==> config.mk <==
export PLATFORM = sky130hd
export DESIGN_NAME = div_core
export DESIGN_NICKNAME = d
export VERILOG_FILES = /design/src/source/div_pkg.sv /design/src/source/leading_one.sv /design/src/source/div_core.sv
export SDC_FILE = /design/constraint.sdc
export NUM_CORES = 1
export LEC_CHECK = 0
export BUFFER_PORTS_ARGS = -buffer_cell sky130_fd_sc_hd__buf_2
export CAP_MARGIN = 40
export CORE_UTILIZATION = 45
export DETAILED_ROUTE_END_ITERATION = 7
export GPL_TIMING_DRIVEN = 0
export HOLD_SLACK_MARGIN = 0.03
export PLACE_DENSITY_LB_ADDON = 0.08
export SYNTH_ARGS = -nofsm -noshare
export SYNTH_HDL_FRONTEND = slang
export SYNTH_HIERARCHICAL = 1
export SYNTH_SLANG_ARGS = --single-unit
==> constraint.sdc <==
create_clock -name clk -period 5.75 [get_ports clk]
set_clock_uncertainty 0.1 [all_clocks]
set_input_delay 1.15 -clock clk [delete_from_list [all_inputs] [get_ports clk]]
set_output_delay 1.15 -clock clk [all_outputs]
set_load 0.05 [all_outputs]
==> src/source/div_pkg.sv <==
package div_pkg;

    // Operand and result width.
    localparam int DATA_WIDTH = 32;

    // A bit position plus a sign bit. The step count goes negative when a divide ends early.
    localparam int SHIFT_WIDTH = 6;

    localparam int TAG_WIDTH = 4;

    // The pipeline also holds this many credits after reset.
    localparam int NUM_CORES = 2;
    localparam int CORE_INDEX_WIDTH = 1;

    // Word operations of the divide unit.
    // Division truncates toward zero, and a remainder takes the sign of the dividend.
    // Division by zero gives quotient 0 and a remainder equal to the dividend.
    // The most negative value divided by minus one gives the dividend back, remainder 0.
    typedef enum logic [1:0] {
        DIV_S,
        MOD_S,
        DIV_U,
        MOD_U
    } div_op_e;

    typedef struct packed {
        div_op_e               op;
        logic [TAG_WIDTH-1:0]  tag;      // Returned unchanged with the result.
        logic [DATA_WIDTH-1:0] dividend;
        logic [DATA_WIDTH-1:0] divisor;
    } div_req_t;

    typedef struct packed {
        logic [TAG_WIDTH-1:0]  tag;
        logic [DATA_WIDTH-1:0] data;     // Quotient or remainder, chosen by op.
    } div_resp_t;

endpackage

==> src/source/leading_one.sv <==
`timescale 1ns/1ps

// Position of the highest set bit, found by halving the word five times.
module leading_one import div_pkg::*;
(
    input  logic [DATA_WIDTH-1:0] value,
    output logic [4:0]            position
);

    logic [15:0] half16;
    logic [7:0]  half8;
    logic [3:0]  half4;
    logic [1:0]  half2;

    always_comb
    begin
        position[4] = |value[31:16];
        half16 = position[4] ? value[31:16] : value[15:0];

        position[3] = |half16[15:8];
        half8 = position[3] ? half16[15:8] : half16[7:0];

        position[2] = |half8[7:4];
        half4 = position[2] ? half8[7:4] : half8[3:0];

        position[1] = |half4[3:2];
        half2 = position[1] ? half4[3:2] : half4[1:0];

        position[0] = half2[1]; // A zero word ends up at position 0.
    end

endmodule

==> src/source/div_core.sv <==
`timescale 1ns/1ps

module div_core import div_pkg::*;
(
    input  logic      clk,
    input  logic      reset,
    input  logic      start,
    input  div_req_t  req,
    input  logic      grant,
    output logic      busy,
    output logic      done,
    output div_resp_t result
);

    typedef enum logic [2:0] {
        S_IDLE,
        S_LOAD,
        S_ALIGN,
        S_ITERATE,
        S_HOLD
    } state_e;

    state_e                 state;
    state_e                 state_next;
    div_op_e                op_q;
    logic [TAG_WIDTH-1:0]   tag_q;
    logic [DATA_WIDTH-1:0]  remainder_q;
    logic [DATA_WIDTH-1:0]  divisor_q;
    logic [DATA_WIDTH-1:0]  quotient_q;
    logic [SHIFT_WIDTH-1:0] count_q;
    logic                   dividend_neg;
    logic                   divisor_neg;
    div_resp_t              result_q;

    logic                   is_signed;
    logic [4:0]             rem_pos;
    logic [4:0]             div_pos;
    logic [SHIFT_WIDTH-1:0] step_count;
    logic [DATA_WIDTH:0]    trial;
    logic                   finish;
    logic [DATA_WIDTH-1:0]  quotient_final;
    logic [DATA_WIDTH-1:0]  remainder_final;
    logic [DATA_WIDTH-1:0]  final_data;

    leading_one i_rem_lead
    (
        .value    (remainder_q),
        .position (rem_pos)
    );

    leading_one i_div_lead
    (
        .value    (divisor_q),
        .position (div_pos)
    );

    assign is_signed  = (op_q == DIV_S) || (op_q == MOD_S);
    assign step_count = {1'b0, rem_pos} - {1'b0, div_pos};

    // Trial subtraction of the divisor shifted up to the current quotient bit.
    assign trial = {1'b0, remainder_q} - ({1'b0, divisor_q} << count_q[SHIFT_WIDTH-2:0]);

    // Align ends early on a zero divisor or a divisor above the dividend.
    assign finish = ((state == S_ALIGN) && ((divisor_q == '0) || step_count[SHIFT_WIDTH-1]))
                 || ((state == S_ITERATE) && count_q[SHIFT_WIDTH-1]);

    assign quotient_final  = (dividend_neg ^ divisor_neg) ? -quotient_q : quotient_q;
    assign remainder_final = dividend_neg ? -remainder_q : remainder_q;
    assign final_data = ((op_q == DIV_S) || (op_q == DIV_U)) ? quotient_final : remainder_final;

    always_comb
    begin
        state_next = state;
        case (state)
            S_IDLE:    if (start) state_next = S_LOAD;
            S_LOAD:    state_next = S_ALIGN;
            S_ALIGN:   state_next = finish ? S_HOLD : S_ITERATE;
            S_ITERATE: if (finish) state_next = S_HOLD;
            S_HOLD:    if (grant) state_next = S_IDLE;
            default:   state_next = S_IDLE;
        endcase
    end

    always_ff @(posedge clk)
    begin
        if (reset)
            state <= S_IDLE;
        else
            state <= state_next;
    end

    always_ff @(posedge clk)
    begin
        case (state)
            S_IDLE:
            begin
                if (start)
                begin
                    op_q        <= req.op;
                    tag_q       <= req.tag;
                    remainder_q <= req.dividend; // Raw operands until load.
                    divisor_q   <= req.divisor;
                end
            end
            S_LOAD:
            begin
                dividend_neg <= is_signed && remainder_q[DATA_WIDTH-1];
                divisor_neg  <= is_signed && divisor_q[DATA_WIDTH-1];
                if (is_signed && remainder_q[DATA_WIDTH-1])
                    remainder_q <= -remainder_q;
                if (is_signed && divisor_q[DATA_WIDTH-1])
                    divisor_q <= -divisor_q;
                quotient_q <= '0;
            end
            S_ALIGN:
            begin
                count_q <= step_count;
            end
            S_ITERATE:
            begin
                if (!finish)
                begin
                    count_q    <= count_q - 1'b1;
                    quotient_q <= {quotient_q[DATA_WIDTH-2:0], ~trial[DATA_WIDTH]};
                    if (!trial[DATA_WIDTH])
                        remainder_q <= trial[DATA_WIDTH-1:0];
                end
            end
            default:
            begin
            end
        endcase

        if (finish)
        begin
            result_q.tag  <= tag_q;
            result_q.data <= final_data;
        end
    end

    assign busy   = (state != S_IDLE);
    assign done   = (state == S_HOLD);
    assign result = result_q;

    // The arbiter may only pick a core that is holding a finished result.
    grant_needs_done: assert property (@(posedge clk) disable iff (reset) grant |-> done);

    // The dispatcher must never restart a core in the middle of an operation.
    start_needs_idle: assert property (@(posedge clk) disable iff (reset) start |-> !busy);

endmodule

# Word-level counts from Yosys, hierarchy flattened
# Index checks and enable logic that the tools add are counted.
word_totals:
  reg_bits: 149
  latchBits: 0
  ram_bits: 0
  mem_bits_ro: 0
  in_bits: 74
  out_inout_bits: 38
  word_cells: 91
  mem_count: 0
op_classes:
  add_sub_neg: 6
  multipliers: 0
  n_div: 0
  order_cmp: 0
  eq_ne: 13
  shifts: 1
  n_mux: 28
  bitwise_logic: 2
  n_reduce_logical: 30
ops:
  columns: ["operator", "n"]
  rows:
  - ["$mux 32", 10]
  - ["$pmux 32 s2", 2]
  - ["$neg 32->32", 3]
  - ["$pmux 32 s3", 1]
  - ["$shl 32x5->33", 1]
  - ["$sub 32x33->33", 1]
  - ["$logic_not 32->1", 1]
  - ["$mux 16", 2]
  - ["$reduce_or 16->1", 2]
  - ["$mux 8", 2]
  - ["$reduce_or 8->1", 2]
  - ["$pmux 3 s5", 1]
  - ["$ne 2x2->1 const B", 7]
  - ["$mux 3", 4]
  - ["$pmux 6 s2", 1]
  - ["$mux 4", 2]
  - ["$reduce_or 4->1", 2]
  - ["$eq 3x2->1 const B", 2]
  - ["$mux 6", 1]
  - ["$reduce_and 2->1", 3]
  - ["$reduce_and 3->1", 2]
  - ["$reduce_bool 2->1", 3]
  - ["$reduce_bool 3->1", 2]
  - ["$sub 5x5->6", 1]
  - ["other kinds (14)", 22]

# Logic depth before layout (Yosys ltp)
depth:
  ltp_word: 14
  ltp_mapped: 23
  mapped_depth_nobuf: 19

# Hierarchy
# Netlist, hierarchy kept.
by_module_without_submodules:
  columns: ["mod", "instances", "cells_per_inst", "area_each_um2"]
  rows:
  - ["div_core", 1, 1327, 11637.4]
  - ["leading_one", 2, 58, 404.1]

# Worst setup path after synthesis
# No wires, ideal clock.
synth_timing:
  path_type: "register to register"
  startpoint: "reg count_q[1]"
  endpoint: "reg remainder_q[0], enable pin"
  setup_time_ns: 0.395
  arrival_time_ns: 5.180
  t_required_ns: 5.255
  slack_ns: 0.075
  path_stages_with_launch: 23
  cell_sequence: "edfxtp_1 > buf_1 > buf_1 > buf_1 > mux2i_1 > nand2_1 > o21ai_0 > nor2_1 > a21oi_1 > nand2_1 > o21ai_0 > inv_1 > nand2_1 > ha_1 > a21oi_1 > o21ai_0 > a221oi_1 > a31o_2 > o21ai_0 > o21ai_1 > nor2_1 > nor4b_1 > o41a_1"
synth_via:
  elab_chain_len: 4
synth_rtl:
  columns: ["item", "line", "text"]
  rows:
  - ["start: declaration", "div_core.sv:30", "logic [SHIFT_WIDTH-1:0] count_q;"]
  - ["start signal: assignment", "div_core.sv:117", "count_q <= step_count;"]
  - ["start signal: assignment", "div_core.sv:123", "count_q <= count_q - 1'b1;"]
  - ["$shl 32x5->33", "div_core.sv:61", "assign trial = {1'b0, remainder_q} - ({1'b0, divisor_q} << count_q[SHIFT_WIDTH-2:0]);"]
  - ["$sub 32x33->33", "div_core.sv:61", null]
  - ["$ne 2x2->1 (no source line)", null, null]
  - ["$reduce_and 5->1 (no source line)", null, null]
  - ["end signal: assignment", "div_core.sv:101", "remainder_q <= req.dividend;"]
  - ["end signal: assignment", "div_core.sv:110", "remainder_q <= -remainder_q;"]
  - ["end signal: assignment", "div_core.sv:126", "remainder_q <= trial[DATA_WIDTH-1:0];"]
  - ["end: declaration", "div_core.sv:27", "logic [DATA_WIDTH-1:0] remainder_q;"]
# Every way passes these cells.
# A chain may end at the register's enable or synchronous reset.

# Worst setup path in the final report
layout_timing:
  startpoint: "reg count_q[1]"
  endpoint: "reg remainder_q[31], enable pin"
# The elaborated chain is that of the path after synthesis.

==> summary.txt <==
Critical path
  • Critical Path RT: 5.75 ns
  • Critical path class: reg -> reg
  • Startpoint types: flip-flop
  • Worst Path Arrival: 5.51 ns
  • Setup crit end kind: flip-flop
  • Critical path fanouts, max: 16

Die
  • Chip Height: 168.3 µm
  • Die W: 168.3 µm
  • Core Region: 27030 µm²
  • Row count: 60
  • Initial core utilization: 46.05%
  • I/O pin total: 112
  • Die area: 28330 µm²

Logic synthesis
  • #FFs+latches synth: 149
  • Simple-gate share of the synthesized area: 21.38%
  • Mean post-synth cell area: 8.625 µm²
  • Dominant cell type by area after synthesis: edfxtp_1
  • Count leader, synth: nand2_1
  • Asr flop ratio synth: 0%
  • Number of synthesized flops with an enable pin: 146
  • Post-synth top area share: 35.23%
  • Mapped cell area: 12450 µm²
  • Top cells by count, synth: 190 x nand2_1, 146 x edfxtp_1, 142 x nor2_1
  • Multiplexer area fraction after synthesis: 5.861%
  • Compound-Gate Fraction of Synth Area: 18.85%
  • Synthesis Warnings: 6
  • Post-synthesis xor/xnor area fraction: 10.13%
  • Cell variety after synth: 81
  • Largest family of logic cells by synthesized area: simple AND/OR/NAND/NOR gates
  • Synthesized-area fraction occupied by adder cells: 4.444%
  • Synth Instances: 1443
  • Synth area leaders: edfxtp_1 35%, xor2_1 5.8%, nand2_1 5.7%
  • Seq/Total Area, Yosys: 35.71%
  • Post-Syn Nets: 1560
  • Ys flop type: edfxtp_1

STA
  • Slew headroom: 39.47%
  • RSZ-0062 raised after global routing: false
  • Max-slew violations: 0
  • Setup TNS: 0 ns
  • Endpoints failing setup: 0
  • Highest clock rate: 181.5 MHz
  • Fin crit period: 5.509 ns
  • Final period util: 95.81%
  • Final hold vios: 0
  • Tightest Pin Transition: 0.8996 ns

Detailed routing
  • DR iter-0 viols: 955
  • Uppermost routed layer: met5
  • DR WL met2: 21340 µm
  • Remaining DRCs: 0
  • Post-DRT Antenna Nets: 0
  • WL met3: 2347 µm
  • WL per Instance: 21.86 µm
  • DRT Wirelength: 42250 µm
  • DR vias: 11472
  • Vias per cell: 5.935
  • DRT Pass-1 Iters: 6
  • WL met1: 17420 µm

GRT
  • Initial antenna violation count: 1
  • Global-route wire length before repair: 63930 µm
  • GRT Residual Overflow: 0
  • Largest net degree at the start of global routing: 43
  • Overall routing resource usage: 29.75%
  • Vias in the first global route: 11015

Pwr
  • Power Dens Cells: 505.6 nW/µm²
  • Tot Pwr: 0.007180 W
  • Worst IR Drop VDD: 0.0002145 V
  • Static leakage: 5.551 nW

Clock tree
  • H-tree Lvls: 4
  • CTS tree: yes
  • Clk pin slew, worst setup/hold paths: 0.07 ns
  • Clock sinks: 149
  • Post-CTS Hold Fix Bufs: 0
  • Worst-Skew Late Latency: 0.44 ns
  • Root Buffer: clkbuf_16
  • Clock Tree Buf Depth: 2
  • Total CTS buffers: 17

Place
  • IO Port Bufs: 111
  • Dpl cell area: 13510 µm²
  • Placed insts: 1900
  • Gpl congestion: 0.9537
  • Dpl hpwl: 31910 µm

Status
  • Status: finished, final reports clean

Final layout
  • Post-Route Utilization: 52.54%
  • Fillers: 2631
  • Finished Layout Cells: 1933
  • Final instance area: 14200 µm²
  • Seq. cell area: 4444 µm²
  • Nets: 1696
  • Layout cells sized above 1: 13.95%
  • Area of the multi-input gates: 7637 µm²
  • Area grow syn2layout: 14.09%

Min path
  • HP Class: reg -> reg

Flow run
  • Number of max-cap violations: 0
## area by class of cell
type	instances	area share, %
diodes	1	0.01762
plain buffers	68	1.859
clock buffers	19	3.049
clock inverters	12	1.181
inverters	50	1.322
multi-input cells	1176	53.78
flip-flops and latches	149	31.30
well taps	341	3.005
repair buffers	117	4.485
## where the power goes
group | switching (W) | total, W | internal (W)
logic | 0.00249 | 0.00394 | 0.00145
clock network | 0.000519 | 0.00121 | 0.000691
registers | 0.000447 | 0.00203 | 0.00158
total | 0.00345 | 0.00718 | 0.00373
## timing repair
action                     in CTS  in global routing
pin swaps                       1                  1
buffers inserted                1                  0
gates resized for setup        11                  7
setup endpoints to repair      45                 32
cloned                          1                  1
## layer usage
metal | track usage (%) | vias to the layer above
li1 | - | 5498
met4 | 9.486 | 2
met3 | 3.644 | 84
met1 | 36.78 | 5425
met5 | 0 | -
met2 | 53.62 | 463
## per-stage QoR
stage / setup WS [ns] / hold WS, ns
final: 0.2409 / 0.3296
after global routing: 0.03119 / 0.3392
after CTS: 0.07627 / 0.3328
after detailed placement: -1.112 / 0.3153
after global placement: -1.819 / 0.3034
after floorplan: 0.07494 / 0.3003
## worst max-delay path, stage by stage (launching register included)
cell,delay (ns)
edfxtp_1,0.39
clkbuf_2,0.28
buf_2,0.32
mux2i_1,0.16
a21oi_1,0.38
nand2_1,0.12
mux2i_1,0.39
nand2_1,0.18
ha_1,0.38
a21oi_1,0.24
o21ai_0,0.11
a221oi_1,0.35
a31o_2,0.28
o21ai_0,0.17
o21ai_2,0.34
nor2_1,0.14
nor4b_4,0.45
o41a_4,0.40
## flip-flops by register name, summed over array words and instances, names as in the netlist
register,count
count_q,6
tag_q,4
state,3
op_q,2
divisor_neg,1
quotient_q,32
divisor_q,32
remainder_q,32
dividend_neg,1
result,36
## kinds of logic (layout without fill, tap and decap cells)
kind of cell	after synthesis	after routing
buffers and inverters	120	266
multiplexers	65	65
AND/OR/NAND/NOR	538	538
XOR/XNOR	144	144
AO/OA/AOI/OAI	384	386
adder cells (fa/ha/maj)	43	43
other	0	1
flip-flops	149	149
## placed cells by master, fill, tap and decap left out, drive strengths merged, types with 41 or more instances in the layout
cell and instances:
xor2 83, o21ai 127, edfxtp 146, mux2i 47, a21oi 134, buf 122
clkbuf 82, nand2 190, inv 54, nor2 146, ha 41, xnor2 61
## worst paths after layout
check                           slack (ns)                  from  cells after the start                        end
worst max-delay path                  0.24  count_q[1]$_DFFE_PP_                     17  remainder_q[31]$_DFFE_PP_
worst min-delay path                  0.33    tag_q[0]$_DFFE_PP_                      0       result[32]$_DFFE_PN_
worst max register to register        0.24  count_q[1]$_DFFE_PP_                     17  remainder_q[31]$_DFFE_PP_
worst min register to register        0.33    tag_q[0]$_DFFE_PP_                      0       result[32]$_DFFE_PN_
Note: power is estimated with default switching activity, not from simulation.
