--- src/source/div_pkg.sv ---
package div_pkg;

    // Operand and result width.
    localparam int DATA_WIDTH = 32;

    // A bit position plus a sign bit. The step count goes negative when a divide ends early.
    localparam int SHIFT_WIDTH = 6;

    localparam int TAG_WIDTH = 4;

    // The pipeline also holds this many credits after reset.
    localparam int NUM_CORES = 2;
    localparam int CORE_INDEX_WIDTH = 1;

    // Word operations of the divide unit.
    // Division truncates toward zero, and a remainder takes the sign of the dividend.
    // Division by zero gives quotient 0 and a remainder equal to the dividend.
    // The most negative value divided by minus one gives the dividend back, remainder 0.
    typedef enum logic [1:0] {
        DIV_S,
        MOD_S,
        DIV_U,
        MOD_U
    } div_op_e;

    typedef struct packed {
        div_op_e               op;
        logic [TAG_WIDTH-1:0]  tag;      // Returned unchanged with the result.
        logic [DATA_WIDTH-1:0] dividend;
        logic [DATA_WIDTH-1:0] divisor;
    } div_req_t;

    typedef struct packed {
        logic [TAG_WIDTH-1:0]  tag;
        logic [DATA_WIDTH-1:0] data;     // Quotient or remainder, chosen by op.
    } div_resp_t;

endpackage

--- src/source/div_dispatch.sv ---
`timescale 1ns/1ps

module div_dispatch import div_pkg::*;
(
    input  logic                 clk,
    input  logic                 reset,
    input  logic                 req_valid,
    input  div_req_t             req,
    input  logic [NUM_CORES-1:0] core_busy,
    input  logic                 resp_valid,
    output logic [NUM_CORES-1:0] core_start,
    output div_req_t             core_req
);

    logic [NUM_CORES-1:0]      core_free;
    logic [NUM_CORES-1:0]      pick;
    logic [CORE_INDEX_WIDTH:0] outstanding;

    // A core started in the previous cycle does not show busy yet.
    assign core_free = ~core_busy & ~core_start;
    assign pick      = core_free & (~core_free + 1'b1); // Lowest free core.

    always_ff @(posedge clk)
    begin
        if (reset)
        begin
            core_start  <= '0;
            outstanding <= '0;
        end
        else
        begin
            core_start <= req_valid ? pick : '0;
            case ({req_valid, resp_valid})
                2'b10:   outstanding <= outstanding + 1'b1;
                2'b01:   outstanding <= outstanding - 1'b1;
                default: outstanding <= outstanding;
            endcase
        end
    end

    always_ff @(posedge clk)
    begin
        if (req_valid)
            core_req <= req;
    end

    // With credits honoured there is always a free core for a request.
    req_has_core: assert property (@(posedge clk) disable iff (reset)
        req_valid |-> |core_free);

    // A count above the core count means the pipeline spent more credits than it had.
    credits_respected: assert property (@(posedge clk) disable iff (reset)
        outstanding <= NUM_CORES);

endmodule

--- config.mk ---
export PLATFORM = sky130hd
export DESIGN_NAME = div_dispatch
export DESIGN_NICKNAME = d
export VERILOG_FILES = /design/src/source/div_pkg.sv /design/src/source/div_dispatch.sv
export SDC_FILE = /design/constraint.sdc
export NUM_CORES = 1
export LEC_CHECK = 0
export BUFFER_PORTS_ARGS = -buffer_cell sky130_fd_sc_hd__buf_2
export CORE_MARGIN = 4
export CORE_UTILIZATION = 36
export CTS_CLUSTER_SIZE = 8
export DETAILED_ROUTE_END_ITERATION = 8
export PLACE_DENSITY = 0.72
export SLEW_MARGIN = 40
export SYNTH_ARGS = -nofsm -noshare
export SYNTH_HDL_FRONTEND = slang
export SYNTH_SLANG_ARGS = --single-unit
--- constraint.sdc ---
create_clock -name clk -period 0.8 [get_ports clk]
set_clock_uncertainty 0.2 [all_clocks]
set_input_delay 0.08 -clock clk [delete_from_list [all_inputs] [get_ports clk]]
set_output_delay 0.08 -clock clk [all_outputs]
set_load 0.005 [all_outputs]
* Word-level counts from Yosys, hierarchy flattened
Index checks and enable logic that the tools add are counted. Widths: inputs -> output; s select.
Cells by class: add/subtract/negate cells 1, bitwise gates (word level) 6, reduce and logical (&&, ||, !) cells 1
Operators by type and width (number):
- $not 2->2 | 3
- $and 2x2->2 | 2
- $add 2x1->2 const B | 1
- $reduce_or 2->1 | 1
- $not 1->1 | 1
Storage, ports and cells: register bits after elaboration 72, bits of input ports 76, output and inout port bits 72, word-level logic and storage cells 13

* Depth between registers and ports, before layout
Gate-level depths: netlist of the first run.
word-level depth 5, mapped depth 2, gate-level depth less buffers 2

* Worst setup path after synthesis of the first run
Ideal clock, no wire load.
kind register to register, start register core_start[1], end register core_start[1], data arrival time 0.536 ns, required time 0.512 ns, path slack -0.024 ns, cell stages (with the launch flop) 2, path buffers 0, cells stage by stage dfxtp_1 nor4_2
On the way: cells in the longest elaborated chain, start to end 5
Ends and longest elaborated chain:
- start, declared | line div_dispatch.sv:11 | output logic [NUM_CORES-1:0] core_start,
- start signal, assigned | line div_dispatch.sv:32 | core_start <= req_valid ? pick : '0;
- $not 2->2 * | line div_dispatch.sv:20 | assign core_free = ~core_busy & ~core_start;
- $and 2x2->2 * | line div_dispatch.sv:20
- $not 2->2 | line div_dispatch.sv:21 | assign pick = core_free & (~core_free + 1'b1);
- $add 2x1->2 | line div_dispatch.sv:21
- $and 2x2->2 * | line div_dispatch.sv:21
Every way passes the cells marked *; elsewhere a longest branch is shown, timed or not. A chain may end at the register's enable or synchronous reset.

* Worst setup path in the final report of the first run
start register core_req[20] (netlist bit), end output port core_req[20] (netlist bit)
RTL lines:
- start, declared | line div_dispatch.sv:12 | output div_req_t core_req
- start signal, assigned | line div_dispatch.sv:44 | core_req <= req;
No word-level cell between the ends.

==> metrics.yaml, run 1 <==
area_growth_pct: 63.0
detail_route.wl_per_cell_um: 14.6
synth_compound_area_frac: 0
netlist_top_cells_area: "edfxtp_1 (97%), dfxtp_1 (1.8%), nand2b_4 (0.63%)"
htree_levels: 3
drive_above_1_share: 0.637
die_h_um: 85.8
synthAdderAreaFrac: 0
synth_top_family_by_area: "simple AND/OR/NAND/NOR gates"
wl_mm: 5.04
setup_viol: 100
fmax_mhz: 882
overflow: 0
cts_inserted_buffers: 9
r2r_cells: 2
core_area_um2: 5890
utilization: 0.603
finalHoldViolCount: 46
antennaDiodeCount: 0
cp.required_ns: 0.52
cts_tree: "done"
cpMaxStageDelayCell: "edfxtp_1"
synth_top_area_share: 0.966
critPathKind: "register to output pin"
whs_path_depth: 2
grt_start_max_net_pins: 33
yosysTopAreaCell: "edfxtp_1"
critPathCaptureType: "output pin"
crit_buf_inv: 1
synth-warning-count: 0
crit_chain: "buf_2"
final_nets: 341
portBuffers: 146
ant_nets: 0
worstMarginPinSlew_ns: 0.176
path_delay_family: "flip-flops"
grt_most_used_layer: "met2"
worstHoldPathType: "input port to register"
start_util: 0.370
grtUsageMet1: 0.147
track_usage: 0.130
max_cap_violations: 0
grt_antenna_before_repair: 0
max_slew_margin: 0.882
drt-pass1-iter-count: 3
setup_slack_ns: -0.334
critPathMaxFanout: 1
clk_latency_ns: 0.33
violations: "hold timing, setup timing"
drt-vias-per-instance: 4.10
syn_area_per_cell_um2: 28.6
use_met2: 0.198
grtUsageMet3: 0.0672
die_area_um2: 7360
tns_ns: -22.92
syn-num-nets: 152
drtIter0Drc: 33
fin_crit_sh: 1.42
grt_pass1_wl_mm: 6.82
startpoint_type: "register"
die_w_um: 85.8
synth_xor_area_frac: 0
status: "finished, violations left"
dp_hpwl_mm: 3.70
drc: 0
seq_area_frac_synth: 0.984
min_period_ns: 1.13
whs_ns: -0.295
p_leak_nw: 1.54
vias: 1414
synth_cells: 76
clkTransAtPathRegs_ns: 0.07
vdd_drop_max_v: 0.00126
crit_arrival_ns: 0.85
nFillCells: 466
ys_types: 6
path_depth: 1
io_pins: 148
synth_mux_area_frac: 0
clockRootBuffer: "clkbuf_8"
powerDensity_nw_per_um2: 2230
cts.sinks: 72
rsz0062_at_grt: "yes"
slowest_delay_ns: 0.39
ys_seq_elements: 72
synthSimpleGateAreaFrac: 0.0161
globalplace.congestion: 0.654
num_rows: 28
syn_area_um2: 2180
clock_path_buffers: 2
finalMaxSlewViolations: 0
grt_pass1_vias: 1365
## Yosys cell counts
| library cell | instances |
|---|---|
| edfxtp_1 | 70 |
| dfxtp_1 | 2 |
| nand2b_4 | 1 |
| nor2_1 | 1 |
| nor3_1 | 1 |
| nor4_2 | 1 |
## worst register-to-register path, cell delays in order, from the launching register on
cell and delay, ns:
dfxtp_2 0.34, buf_6 0.11, nor4_2 0.22
## timing repair
item	in CTS	in global routing
endpoints found under the hold margin	74	74
resized for setup	6	3
setup endpoints to repair	73	74
buffers inserted	1	2
gates cloned	0	0
pin swaps	1	1
## cell families after synthesis
kind of cell / count (synthesis)
AND/OR/NAND/NOR: 4
flip-flops: 72
## stage by stage
stage / power, W / area (µm²) / worst slack (ns) / cells
after floorplan: 0.00467 / 2180 / -0.00419 / 76
after global placement: 0.00522 / 3060 / -0.178 / 301
after detailed placement: 0.00524 / 3060 / -0.189 / 301
after CTS: 0.00795 / 3270 / -0.364 / 318
after global routing: 0.00833 / 3550 / -0.399 / 345
final: 0.00793 / 3550 / -0.334 / 345
## cell type report
type                       count  area (µm²)  area share
clock buffer                  10         128      0.0360
clock inverter                 6        60.1      0.0169
multi-input combinational      4        47.5      0.0134
sequential                    72        2140       0.604
tap                           75        93.8      0.0264
timing repair buffer         178        1070       0.303
## power breakdown
part	switching [W]	total (W)	internal [W]	leakage, nW
Clock	0.00124	0.00267	0.00142	0.0937
Sequential	0.0000695	0.00453	0.00446	0.702
Combinational	0.000305	0.000733	0.000428	0.743
Total	0.00162	0.00793	0.00631	1.54
## metal layers
metal  share of wire  up-vias  routed length, µm
met5               0        -                  0
met4           0.015        0                 77
met3            0.11        8                574
met2            0.49       90               2480
met1            0.38      632               1910
li1                -      684                  -
## flip-flops by register name (all words and copies together) (netlist names)
signal	cells
core_req	70
core_start	2
## cells in the final DEF, fill, tap and decap left out
cell type      Yosys  final
clkinv_1           0      1
clkbuf_1           0      1
bufinv_16          0      1
edfxtp_1          70     70
nor2_4             0      1
clkinv_4           0      1
buf_4              0      2
nor3_2             0      1
buf_6              0      3
clkinv_2           0      2
dfxtp_2            0      2
nor4_2             1      1
buf_12             0      2
clkbuf_8           0      9
dlygate4sd3_1      0     26
buf_2              0    145
clkinvlp_4         0      1
nand2b_4           1      1
## path summary, 6_finish.rpt
| path | startpoint | end | slack, ns |
|---|---|---|---|
| max | core_req[20] | core_req[20] | -0.33 |
| min | core_busy[1] | core_start[1] | -0.30 |
| max reg2reg | core_start[1] | core_start[1] | -0.15 |
| min reg2reg | core_start[1] | core_start[1] | 0.31 |
Note: power is estimated with default switching activity, not from simulation.
==> run 2: changes to the inputs <==
--- a/config.mk
+++ b/config.mk
@@ -5,13 +5,15 @@
 export SDC_FILE = /design/constraint.sdc
 export NUM_CORES = 1
 export LEC_CHECK = 0
+export ABC_AREA = 1
 export BUFFER_PORTS_ARGS = -buffer_cell sky130_fd_sc_hd__buf_2
 export CORE_MARGIN = 4
-export CORE_UTILIZATION = 36
+export CORE_UTILIZATION = 37
 export CTS_CLUSTER_SIZE = 8
 export DETAILED_ROUTE_END_ITERATION = 8
-export PLACE_DENSITY = 0.72
+export PLACE_DENSITY = 0.73
 export SLEW_MARGIN = 40
 export SYNTH_ARGS = -nofsm -noshare
 export SYNTH_HDL_FRONTEND = slang
 export SYNTH_SLANG_ARGS = --single-unit
+export TNS_END_PERCENT = 1
==> run 2 against run 1 <==
Compared with the run above:
- the flow still finishes with violations (hold timing, setup timing)
- area after synthesis rose by 0.29%
- register-to-register slack improved by 0.15 ns
- combinational power fell by 17%
- design area fell by 7.9%
- synthesized cell count rose by 6.6%
- sequential share of layout area rose by 5.2 points
- critical path depth did not move
- worst setup slack improved by 0.0098 ns
- critical path type unchanged
- largest cell class unchanged
- largest power group unchanged
- highest routed layer is now met5
==> metrics.yaml, run 2 <==
synth-warning-count: 0  # unchanged
utilization: 0.583  # was 0.603
cts_inserted_buffers: 9  # unchanged
syn-num-nets: 157  # was 152
post_cts_buffers: 0  # was 1
clock_path_buffers: 2  # unchanged
die_area_um2: 7190  # was 7360 µm²
yosysTopAreaCell: "edfxtp_1"  # unchanged
registers.top_by_ff_count: "core_req"  # unchanged
synth_cells: 81  # was 76
ys_types: 7  # was 6
start_util: 0.389  # was 0.370
clkTransAtPathRegs_ns: 0.08  # was 0.07 ns
detail_route.wl_per_cell_um: 15.4  # was 14.6 µm
setup_viol: 73  # was 100
post-synth-top-count-cell: "edfxtp_1"  # unchanged
area_growth_pct: 49.7  # was 63.0%
crit_buf_inv: 1  # unchanged
ys.flop_type: "edfxtp_1"  # unchanged
critPathKind: "register to output pin"  # unchanged
rr_endpoint: "core_start[1]"  # unchanged
grt_start_max_net_pins: 42  # was 33
synth_top_area_share: 0.963  # was 0.966
grt_pass1_vias: 1502  # was 1365
die_w_um: 84.8  # was 85.8 µm
die_h_um: 84.8  # was 85.8 µm
fin_crit_sh: 1.41  # was 1.42
r2r_start: "core_start[0]"  # was core_start[1]
core_area_um2: 5610  # was 5890 µm²
clk_latency_ns: 0.32  # was 0.33 ns
reg2reg_slack_ns: 0  # was -0.15 ns
drive_above_1_share: 0.686  # was 0.637
overflow: 0  # unchanged
fmax_mhz: 889  # was 882 MHz
reg.largest.list: "core_req x70, core_start x2"  # unchanged
wl_mm: 4.87  # was 5.04 mm
nFillCells: 458  # was 466
num_rows: 27  # was 28
netlist_top_cells_area: "edfxtp_1 (96%), dfxtp_1 (1.8%), nor2_2 (0.57%)"  # was edfxtp_1 (97%), dfxtp_1 (1.8%), nand2b_4 (0.63%)
synthTopCellsByCount: "edfxtp_1 (70), inv_1 (3), dfxtp_1 (2), nand2_1 (2), nor2_2 (2)"  # was edfxtp_1 (70), dfxtp_1 (2)
crit_chain: "buf_2"  # unchanged
async_flop_share: 0  # unchanged
globalplace.congestion: 0.708  # was 0.654
vdd_drop_max_v: 0.00176  # was 0.00126 V
min_period_ns: 1.12  # was 1.13 ns
cp.required_ns: 0.52  # about the same
synth_edf_count: 70  # unchanged
critPathCaptureType: "output pin"  # unchanged
path_delay_family: "flip-flops"  # unchanged
hold_end: "core_req[65]"  # was core_start[1]
multi_input_area_um2: 30.0  # was 47.5 µm²
startpoint_type: "register"  # unchanged
cpMaxStageDelayCell: "edfxtp_1"  # unchanged
r2r_cells: 4  # was 2
finalHoldViolCount: 72  # was 46
antennaDiodeCount: 0  # unchanged
tns_ns: -21.24  # was -22.92 ns
whs_path_depth: 1  # was 2
final_common_cell: "buf_2"  # unchanged
io_pins: 148  # unchanged
drc: 0  # unchanged
max_cap_violations: 0  # unchanged
ys_seq_elements: 72  # unchanged
regArea_um2: 2140  # unchanged
seq_area_frac_synth: 0.981  # was 0.984
vias: 1344  # was 1414
drt-pass1-iter-count: 3  # unchanged
powerDensity_nw_per_um2: 2480  # was 2230 nW/µm²
portBuffers: 146  # unchanged
htree_levels: 3  # unchanged
cts_tree: "done"  # unchanged
grt_antenna_before_repair: 1  # was 0
rsz0062_at_grt: "yes"  # unchanged
track_usage: 0.142  # was 0.130
cts.sinks: 72  # unchanged
syn_area_per_cell_um2: 27.0  # was 28.6 µm²
finalMaxSlewViolations: 0  # unchanged
hold_start: "req[65]"  # was core_busy[1]
largest_reg_flops: 70  # unchanged
syn_area_um2: 2180  # about the same
slowest_delay_ns: 0.38  # was 0.39 ns
ant_nets: 0  # unchanged
max_slew_margin: 0.858  # was 0.882
grt_pass1_wl_mm: 7.42  # was 6.82 mm
p_leak_nw: 1.43  # was 1.54 nW
worstHoldPathType: "input port to register"  # unchanged
final_nets: 316  # was 341
drtIter0Drc: 44  # was 33
drt-vias-per-instance: 4.24  # was 4.10
setup_slack_ns: -0.324  # was -0.334 ns
status: "finished, violations left"  # unchanged
violations: "hold timing, setup timing"  # unchanged
worstMarginPinSlew_ns: 0.213  # was 0.176 ns
clockRootBuffer: "clkbuf_8"  # unchanged
crit_arrival_ns: 0.84  # was 0.85 ns
whs_ns: -0.279  # was -0.295 ns
layout_common_cells: "buf_2 (144), edfxtp_1 (70), clkbuf_8 (9)"  # was buf_2 (145), edfxtp_1 (70), dlygate4sd3_1 (26), clkbuf_8 (9), buf_6 (3)
critPathMaxFanout: 1  # unchanged
## run 2: kinds of logic after synthesis
family        Yosys count  synth area share
simple gates            6            0.0138
flops                  72             0.981
buf+inv                 3           0.00516
## run 2: worst max-delay path by stage
stage / from / to / cells after the start
2_1_floorplan: core_start[0] / core_start[1] / 4
3_3_place_gp: req_valid / core_req[33] / 2
3_5_place_dp: req_valid / core_req[50] / 2
4_1_cts: core_req[31] / core_req[31] / 1
5_1_grt: core_req[66] / core_req[66] / 1
6_report: core_req[31] / core_req[31] / 1
## run 2: cell type report
type / count / area share
multi-input cells: 6 / 0.00918
well taps: 72 / 0.0276
inverters: 3 / 0.00344
flip-flops and latches: 72 / 0.656
clock inverters: 7 / 0.0264
clock buffers: 9 / 0.0379
repair buffers: 148 / 0.240
## run 2: what timing repair did
item,4_1_cts,5_1_grt
endpoints found under the hold margin,72,72
pin swaps,1,1
gates resized for setup,3,0
setup endpoints to repair,73,74
## run 2: power by group
part	internal (W)	switching [W]
Combinational	0.000332	0.000280
Sequential	0.00446	0.0000632
Clock	0.00173	0.00123
## run 2: layer usage
metal	routed length, µm	part of all wire	global-route usage
met3	824	0.17	0.111
met5	12	0.0025	0
met1	1490	0.30	0.128
met2	2420	0.50	0.231
met4	125	0.026	0.0662
## run 2: through the flow
step | setup slack, ns | cells | instance area, µm² | hold WS (ns) | power, W
2_1_floorplan | 0.00833 | 81 | 2180 | -0.0211 | 0.00468
6_report | -0.324 | 317 | 3270 | -0.279 | 0.00809
3_5_place_dp | -0.188 | 301 | 3050 | 0.0581 | 0.00523
5_1_grt | -0.377 | 317 | 3270 | -0.307 | 0.00847
3_3_place_gp | -0.180 | 301 | 3050 | 0.0566 | 0.00521
4_1_cts | -0.356 | 317 | 3270 | -0.297 | 0.00820
==> run 3: changes to the inputs <==
--- a/config.mk
+++ b/config.mk
@@ -7,11 +7,13 @@
 export LEC_CHECK = 0
 export ABC_AREA = 1
 export BUFFER_PORTS_ARGS = -buffer_cell sky130_fd_sc_hd__buf_2
+export CELL_PAD_IN_SITES_DETAIL_PLACEMENT = 0
+export CELL_PAD_IN_SITES_GLOBAL_PLACEMENT = 2
 export CORE_MARGIN = 4
-export CORE_UTILIZATION = 37
+export CORE_UTILIZATION = 24
 export CTS_CLUSTER_SIZE = 8
 export DETAILED_ROUTE_END_ITERATION = 8
-export PLACE_DENSITY = 0.73
+export PLACE_DENSITY_LB_ADDON = 0.08
 export SLEW_MARGIN = 40
 export SYNTH_ARGS = -nofsm -noshare
 export SYNTH_HDL_FRONTEND = slang
==> run 3 against run 2 <==
Compared with the run above:
- critical path type unchanged
- hold slack got worse by 0.0087 ns
- clock power decreased by 20%
- combinational power increased by 14%
- via count up 5.1%
- global-route usage down 4.9 points
- sequential share of layout area is 3.9 points lower
- the flow still finishes with violations (hold timing, setup timing)
==> metrics.yaml, run 3 (synthesized netlist as in run 2, its figures left out) <==
status: "finished, violations left"  # unchanged
violations: "hold timing, setup timing"  # unchanged
final_cells: 372  # was 317
crit_arrival_ns: 0.84  # about the same
die_area_um2: 10700  # was 7190 µm²
max_slew_margin: 0.889  # was 0.858
r2r_start: "core_start[0]"  # unchanged
finalHoldViolCount: 57  # was 72
cts.sinks: 72  # unchanged
detail_route.wl_per_cell_um: 14.0  # was 15.4 µm
placed_cell_area_um2: 3110  # was 3050 µm²
final_common_cell: "buf_2"  # unchanged
crit_buf_inv: 1  # unchanged
whs_path_depth: 1  # unchanged
tns_ns: -22.16  # was -21.24 ns
drtIter0Drc: 41  # was 44
p_total_w: 0.00757  # was 0.00809 W
start_util: 0.248  # was 0.389
largest_reg_flops: 70  # unchanged
core_area_um2: 8810  # was 5610 µm²
fin_crit_sh: 1.41  # about the same
die_h_um: 103  # was 84.8 µm
finalMaxSlewViolations: 0  # unchanged
final_nets: 336  # was 316
powerDensity_nw_per_um2: 2180  # was 2480 nW/µm²
rr_endpoint: "core_start[1]"  # unchanged
drt-pass1-iter-count: 4  # was 3
layout_common_cells: "buf_2 (145), edfxtp_1 (70), dlygate4sd3_1 (15), clkbuf_8 (9), dlymetal6s4s_1 (4)"  # was buf_2 (144), edfxtp_1 (70), clkbuf_8 (9)
min_period_ns: 1.12  # about the same
num_rows: 34  # was 27
fin_area_um2: 3470  # was 3270 µm²
reg2reg_slack_ns: -0.02  # was 0 ns
portBuffers: 146  # unchanged
critPathMaxFanout: 1  # unchanged
wl_mm: 5.22  # was 4.87 mm
worstHoldPathType: "input port to register"  # unchanged
startpoint_type: "register"  # unchanged
whs_ns: -0.288  # was -0.279 ns
post_cts_buffers: 0  # unchanged
path_delay_family: "flip-flops"  # unchanged
drt-vias-per-instance: 3.80  # was 4.24
setup_viol: 88  # was 73
area_growth_pct: 59.1  # was 49.7%
rsz0062_at_grt: "yes"  # unchanged
drive_above_1_share: 0.640  # was 0.686
ant_nets: 0  # unchanged
cts_tree: "done"  # unchanged
critPathKind: "register to output pin"  # unchanged
slowest_delay_ns: 0.37  # was 0.38 ns
clockRootBuffer: "clkbuf_8"  # unchanged
max_cap_violations: 0  # unchanged
p_leak_nw: 1.53  # was 1.43 nW
hold_end: "core_req[52]"  # was core_req[65]
grt_start_max_net_pins: 27  # was 42
cp.required_ns: 0.52  # about the same
r2r_cells: 4  # unchanged
hold_start: "req[52]"  # was req[65]
die_w_um: 103  # was 84.8 µm
reg.largest.list: "core_req x70, core_start x2"  # unchanged
worstMarginPinSlew_ns: 0.168  # was 0.213 ns
htree_levels: 3  # unchanged
setup_slack_ns: -0.325  # was -0.324 ns
cpMaxStageDelayCell: "edfxtp_1"  # unchanged
registers.top_by_ff_count: "core_req"  # unchanged
clock_path_buffers: 2  # unchanged
grt_antenna_before_repair: 0  # was 1
grt_pass1_wl_mm: 7.10  # was 7.42 mm
io_pins: 148  # unchanged
cts_inserted_buffers: 9  # unchanged
vias: 1413  # was 1344
clkTransAtPathRegs_ns: 0.08  # about the same
overflow: 0  # unchanged
track_usage: 0.0931  # was 0.142
vdd_drop_max_v: 0.000675  # was 0.00176 V
antennaDiodeCount: 0  # unchanged
clk_latency_ns: 0.33  # was 0.32 ns
grt_pass1_vias: 1370  # was 1502
drc: 0  # unchanged
fmax_mhz: 889  # about the same
critPathCaptureType: "output pin"  # unchanged
crit_chain: "buf_2"  # unchanged
dp_hpwl_mm: 3.81
post-place-cells: 338  # was 301
globalplace.congestion: 0.663  # was 0.708
-- run 3: changes by cell type in the layout (fill, tap and decap cells not counted), sizes merged --
cell and change:
bufinv -2, clkinv -2, dlymetal6s4s +4, clkbuf +2, clkinvlp +1, buf +1, dlygate4sd3 +15
-- run 3: cell type report --
| cell class | count | area (µm²) |
|---|---|---|
| inverter | 3 | 11.3 |
| clock buffer | 11 | 131 |
| timing repair buffer | 168 | 997 |
| clock inverter | 4 | 22.5 |
| fill | 841 | 5330 |
| multi-input combinational | 6 | 32.5 |
| sequential | 72 | 2140 |
| tap | 108 | 135 |
-- run 3: stage by stage --
stage / setup slack, ns / util
3_3_place_gp: -0.219 / 0.353
5_1_grt: -0.386 / 0.395
3_5_place_dp: -0.203 / 0.353
2_1_floorplan: 0.00833 / -
4_1_cts: -0.366 / 0.377
6_report: -0.325 / 0.395
-- run 3: where the power goes --
group	internal (W)	switching [W]	leakage [nW]	total, W
clock	0.00109	0.00126	0.0789	0.00236
sequential	0.00446	0.0000567	0.702	0.00451
combinational	0.000404	0.000295	0.746	0.000700
total	0.00595	0.00162	1.53	0.00757
-- run 3: worst max path at each step --
stage | end | startpoint | slack, ns | depth (start not counted)
after floorplan | core_start[1] | core_start[0] | 0.008 | 4
after global placement | core_req[39] | req_valid | -0.22 | 2
after detailed placement | core_req[67] | req_valid | -0.20 | 2
after CTS | core_req[15] | core_req[15] | -0.37 | 1
after global routing | core_req[25] | core_req[25] | -0.39 | 1
final | core_req[15] | core_req[15] | -0.32 | 1
-- run 3: metal layers --
layer,up-vias,part of all wire,GRT usage
met3,6,0.11,0.0516
met5,-,0,0
met2,69,0.52,0.153
met1,666,0.36,0.0959
li1,672,-,-
met4,0,0.014,0.0448
-- run 3: repair_timing --
action | CTS | global route
hold buffers | 5 | 14
pin swaps | 1 | 2
resized for setup | 1 | 6
hold endpoints to repair | 72 | 71
setup endpoints to repair | 73 | 77
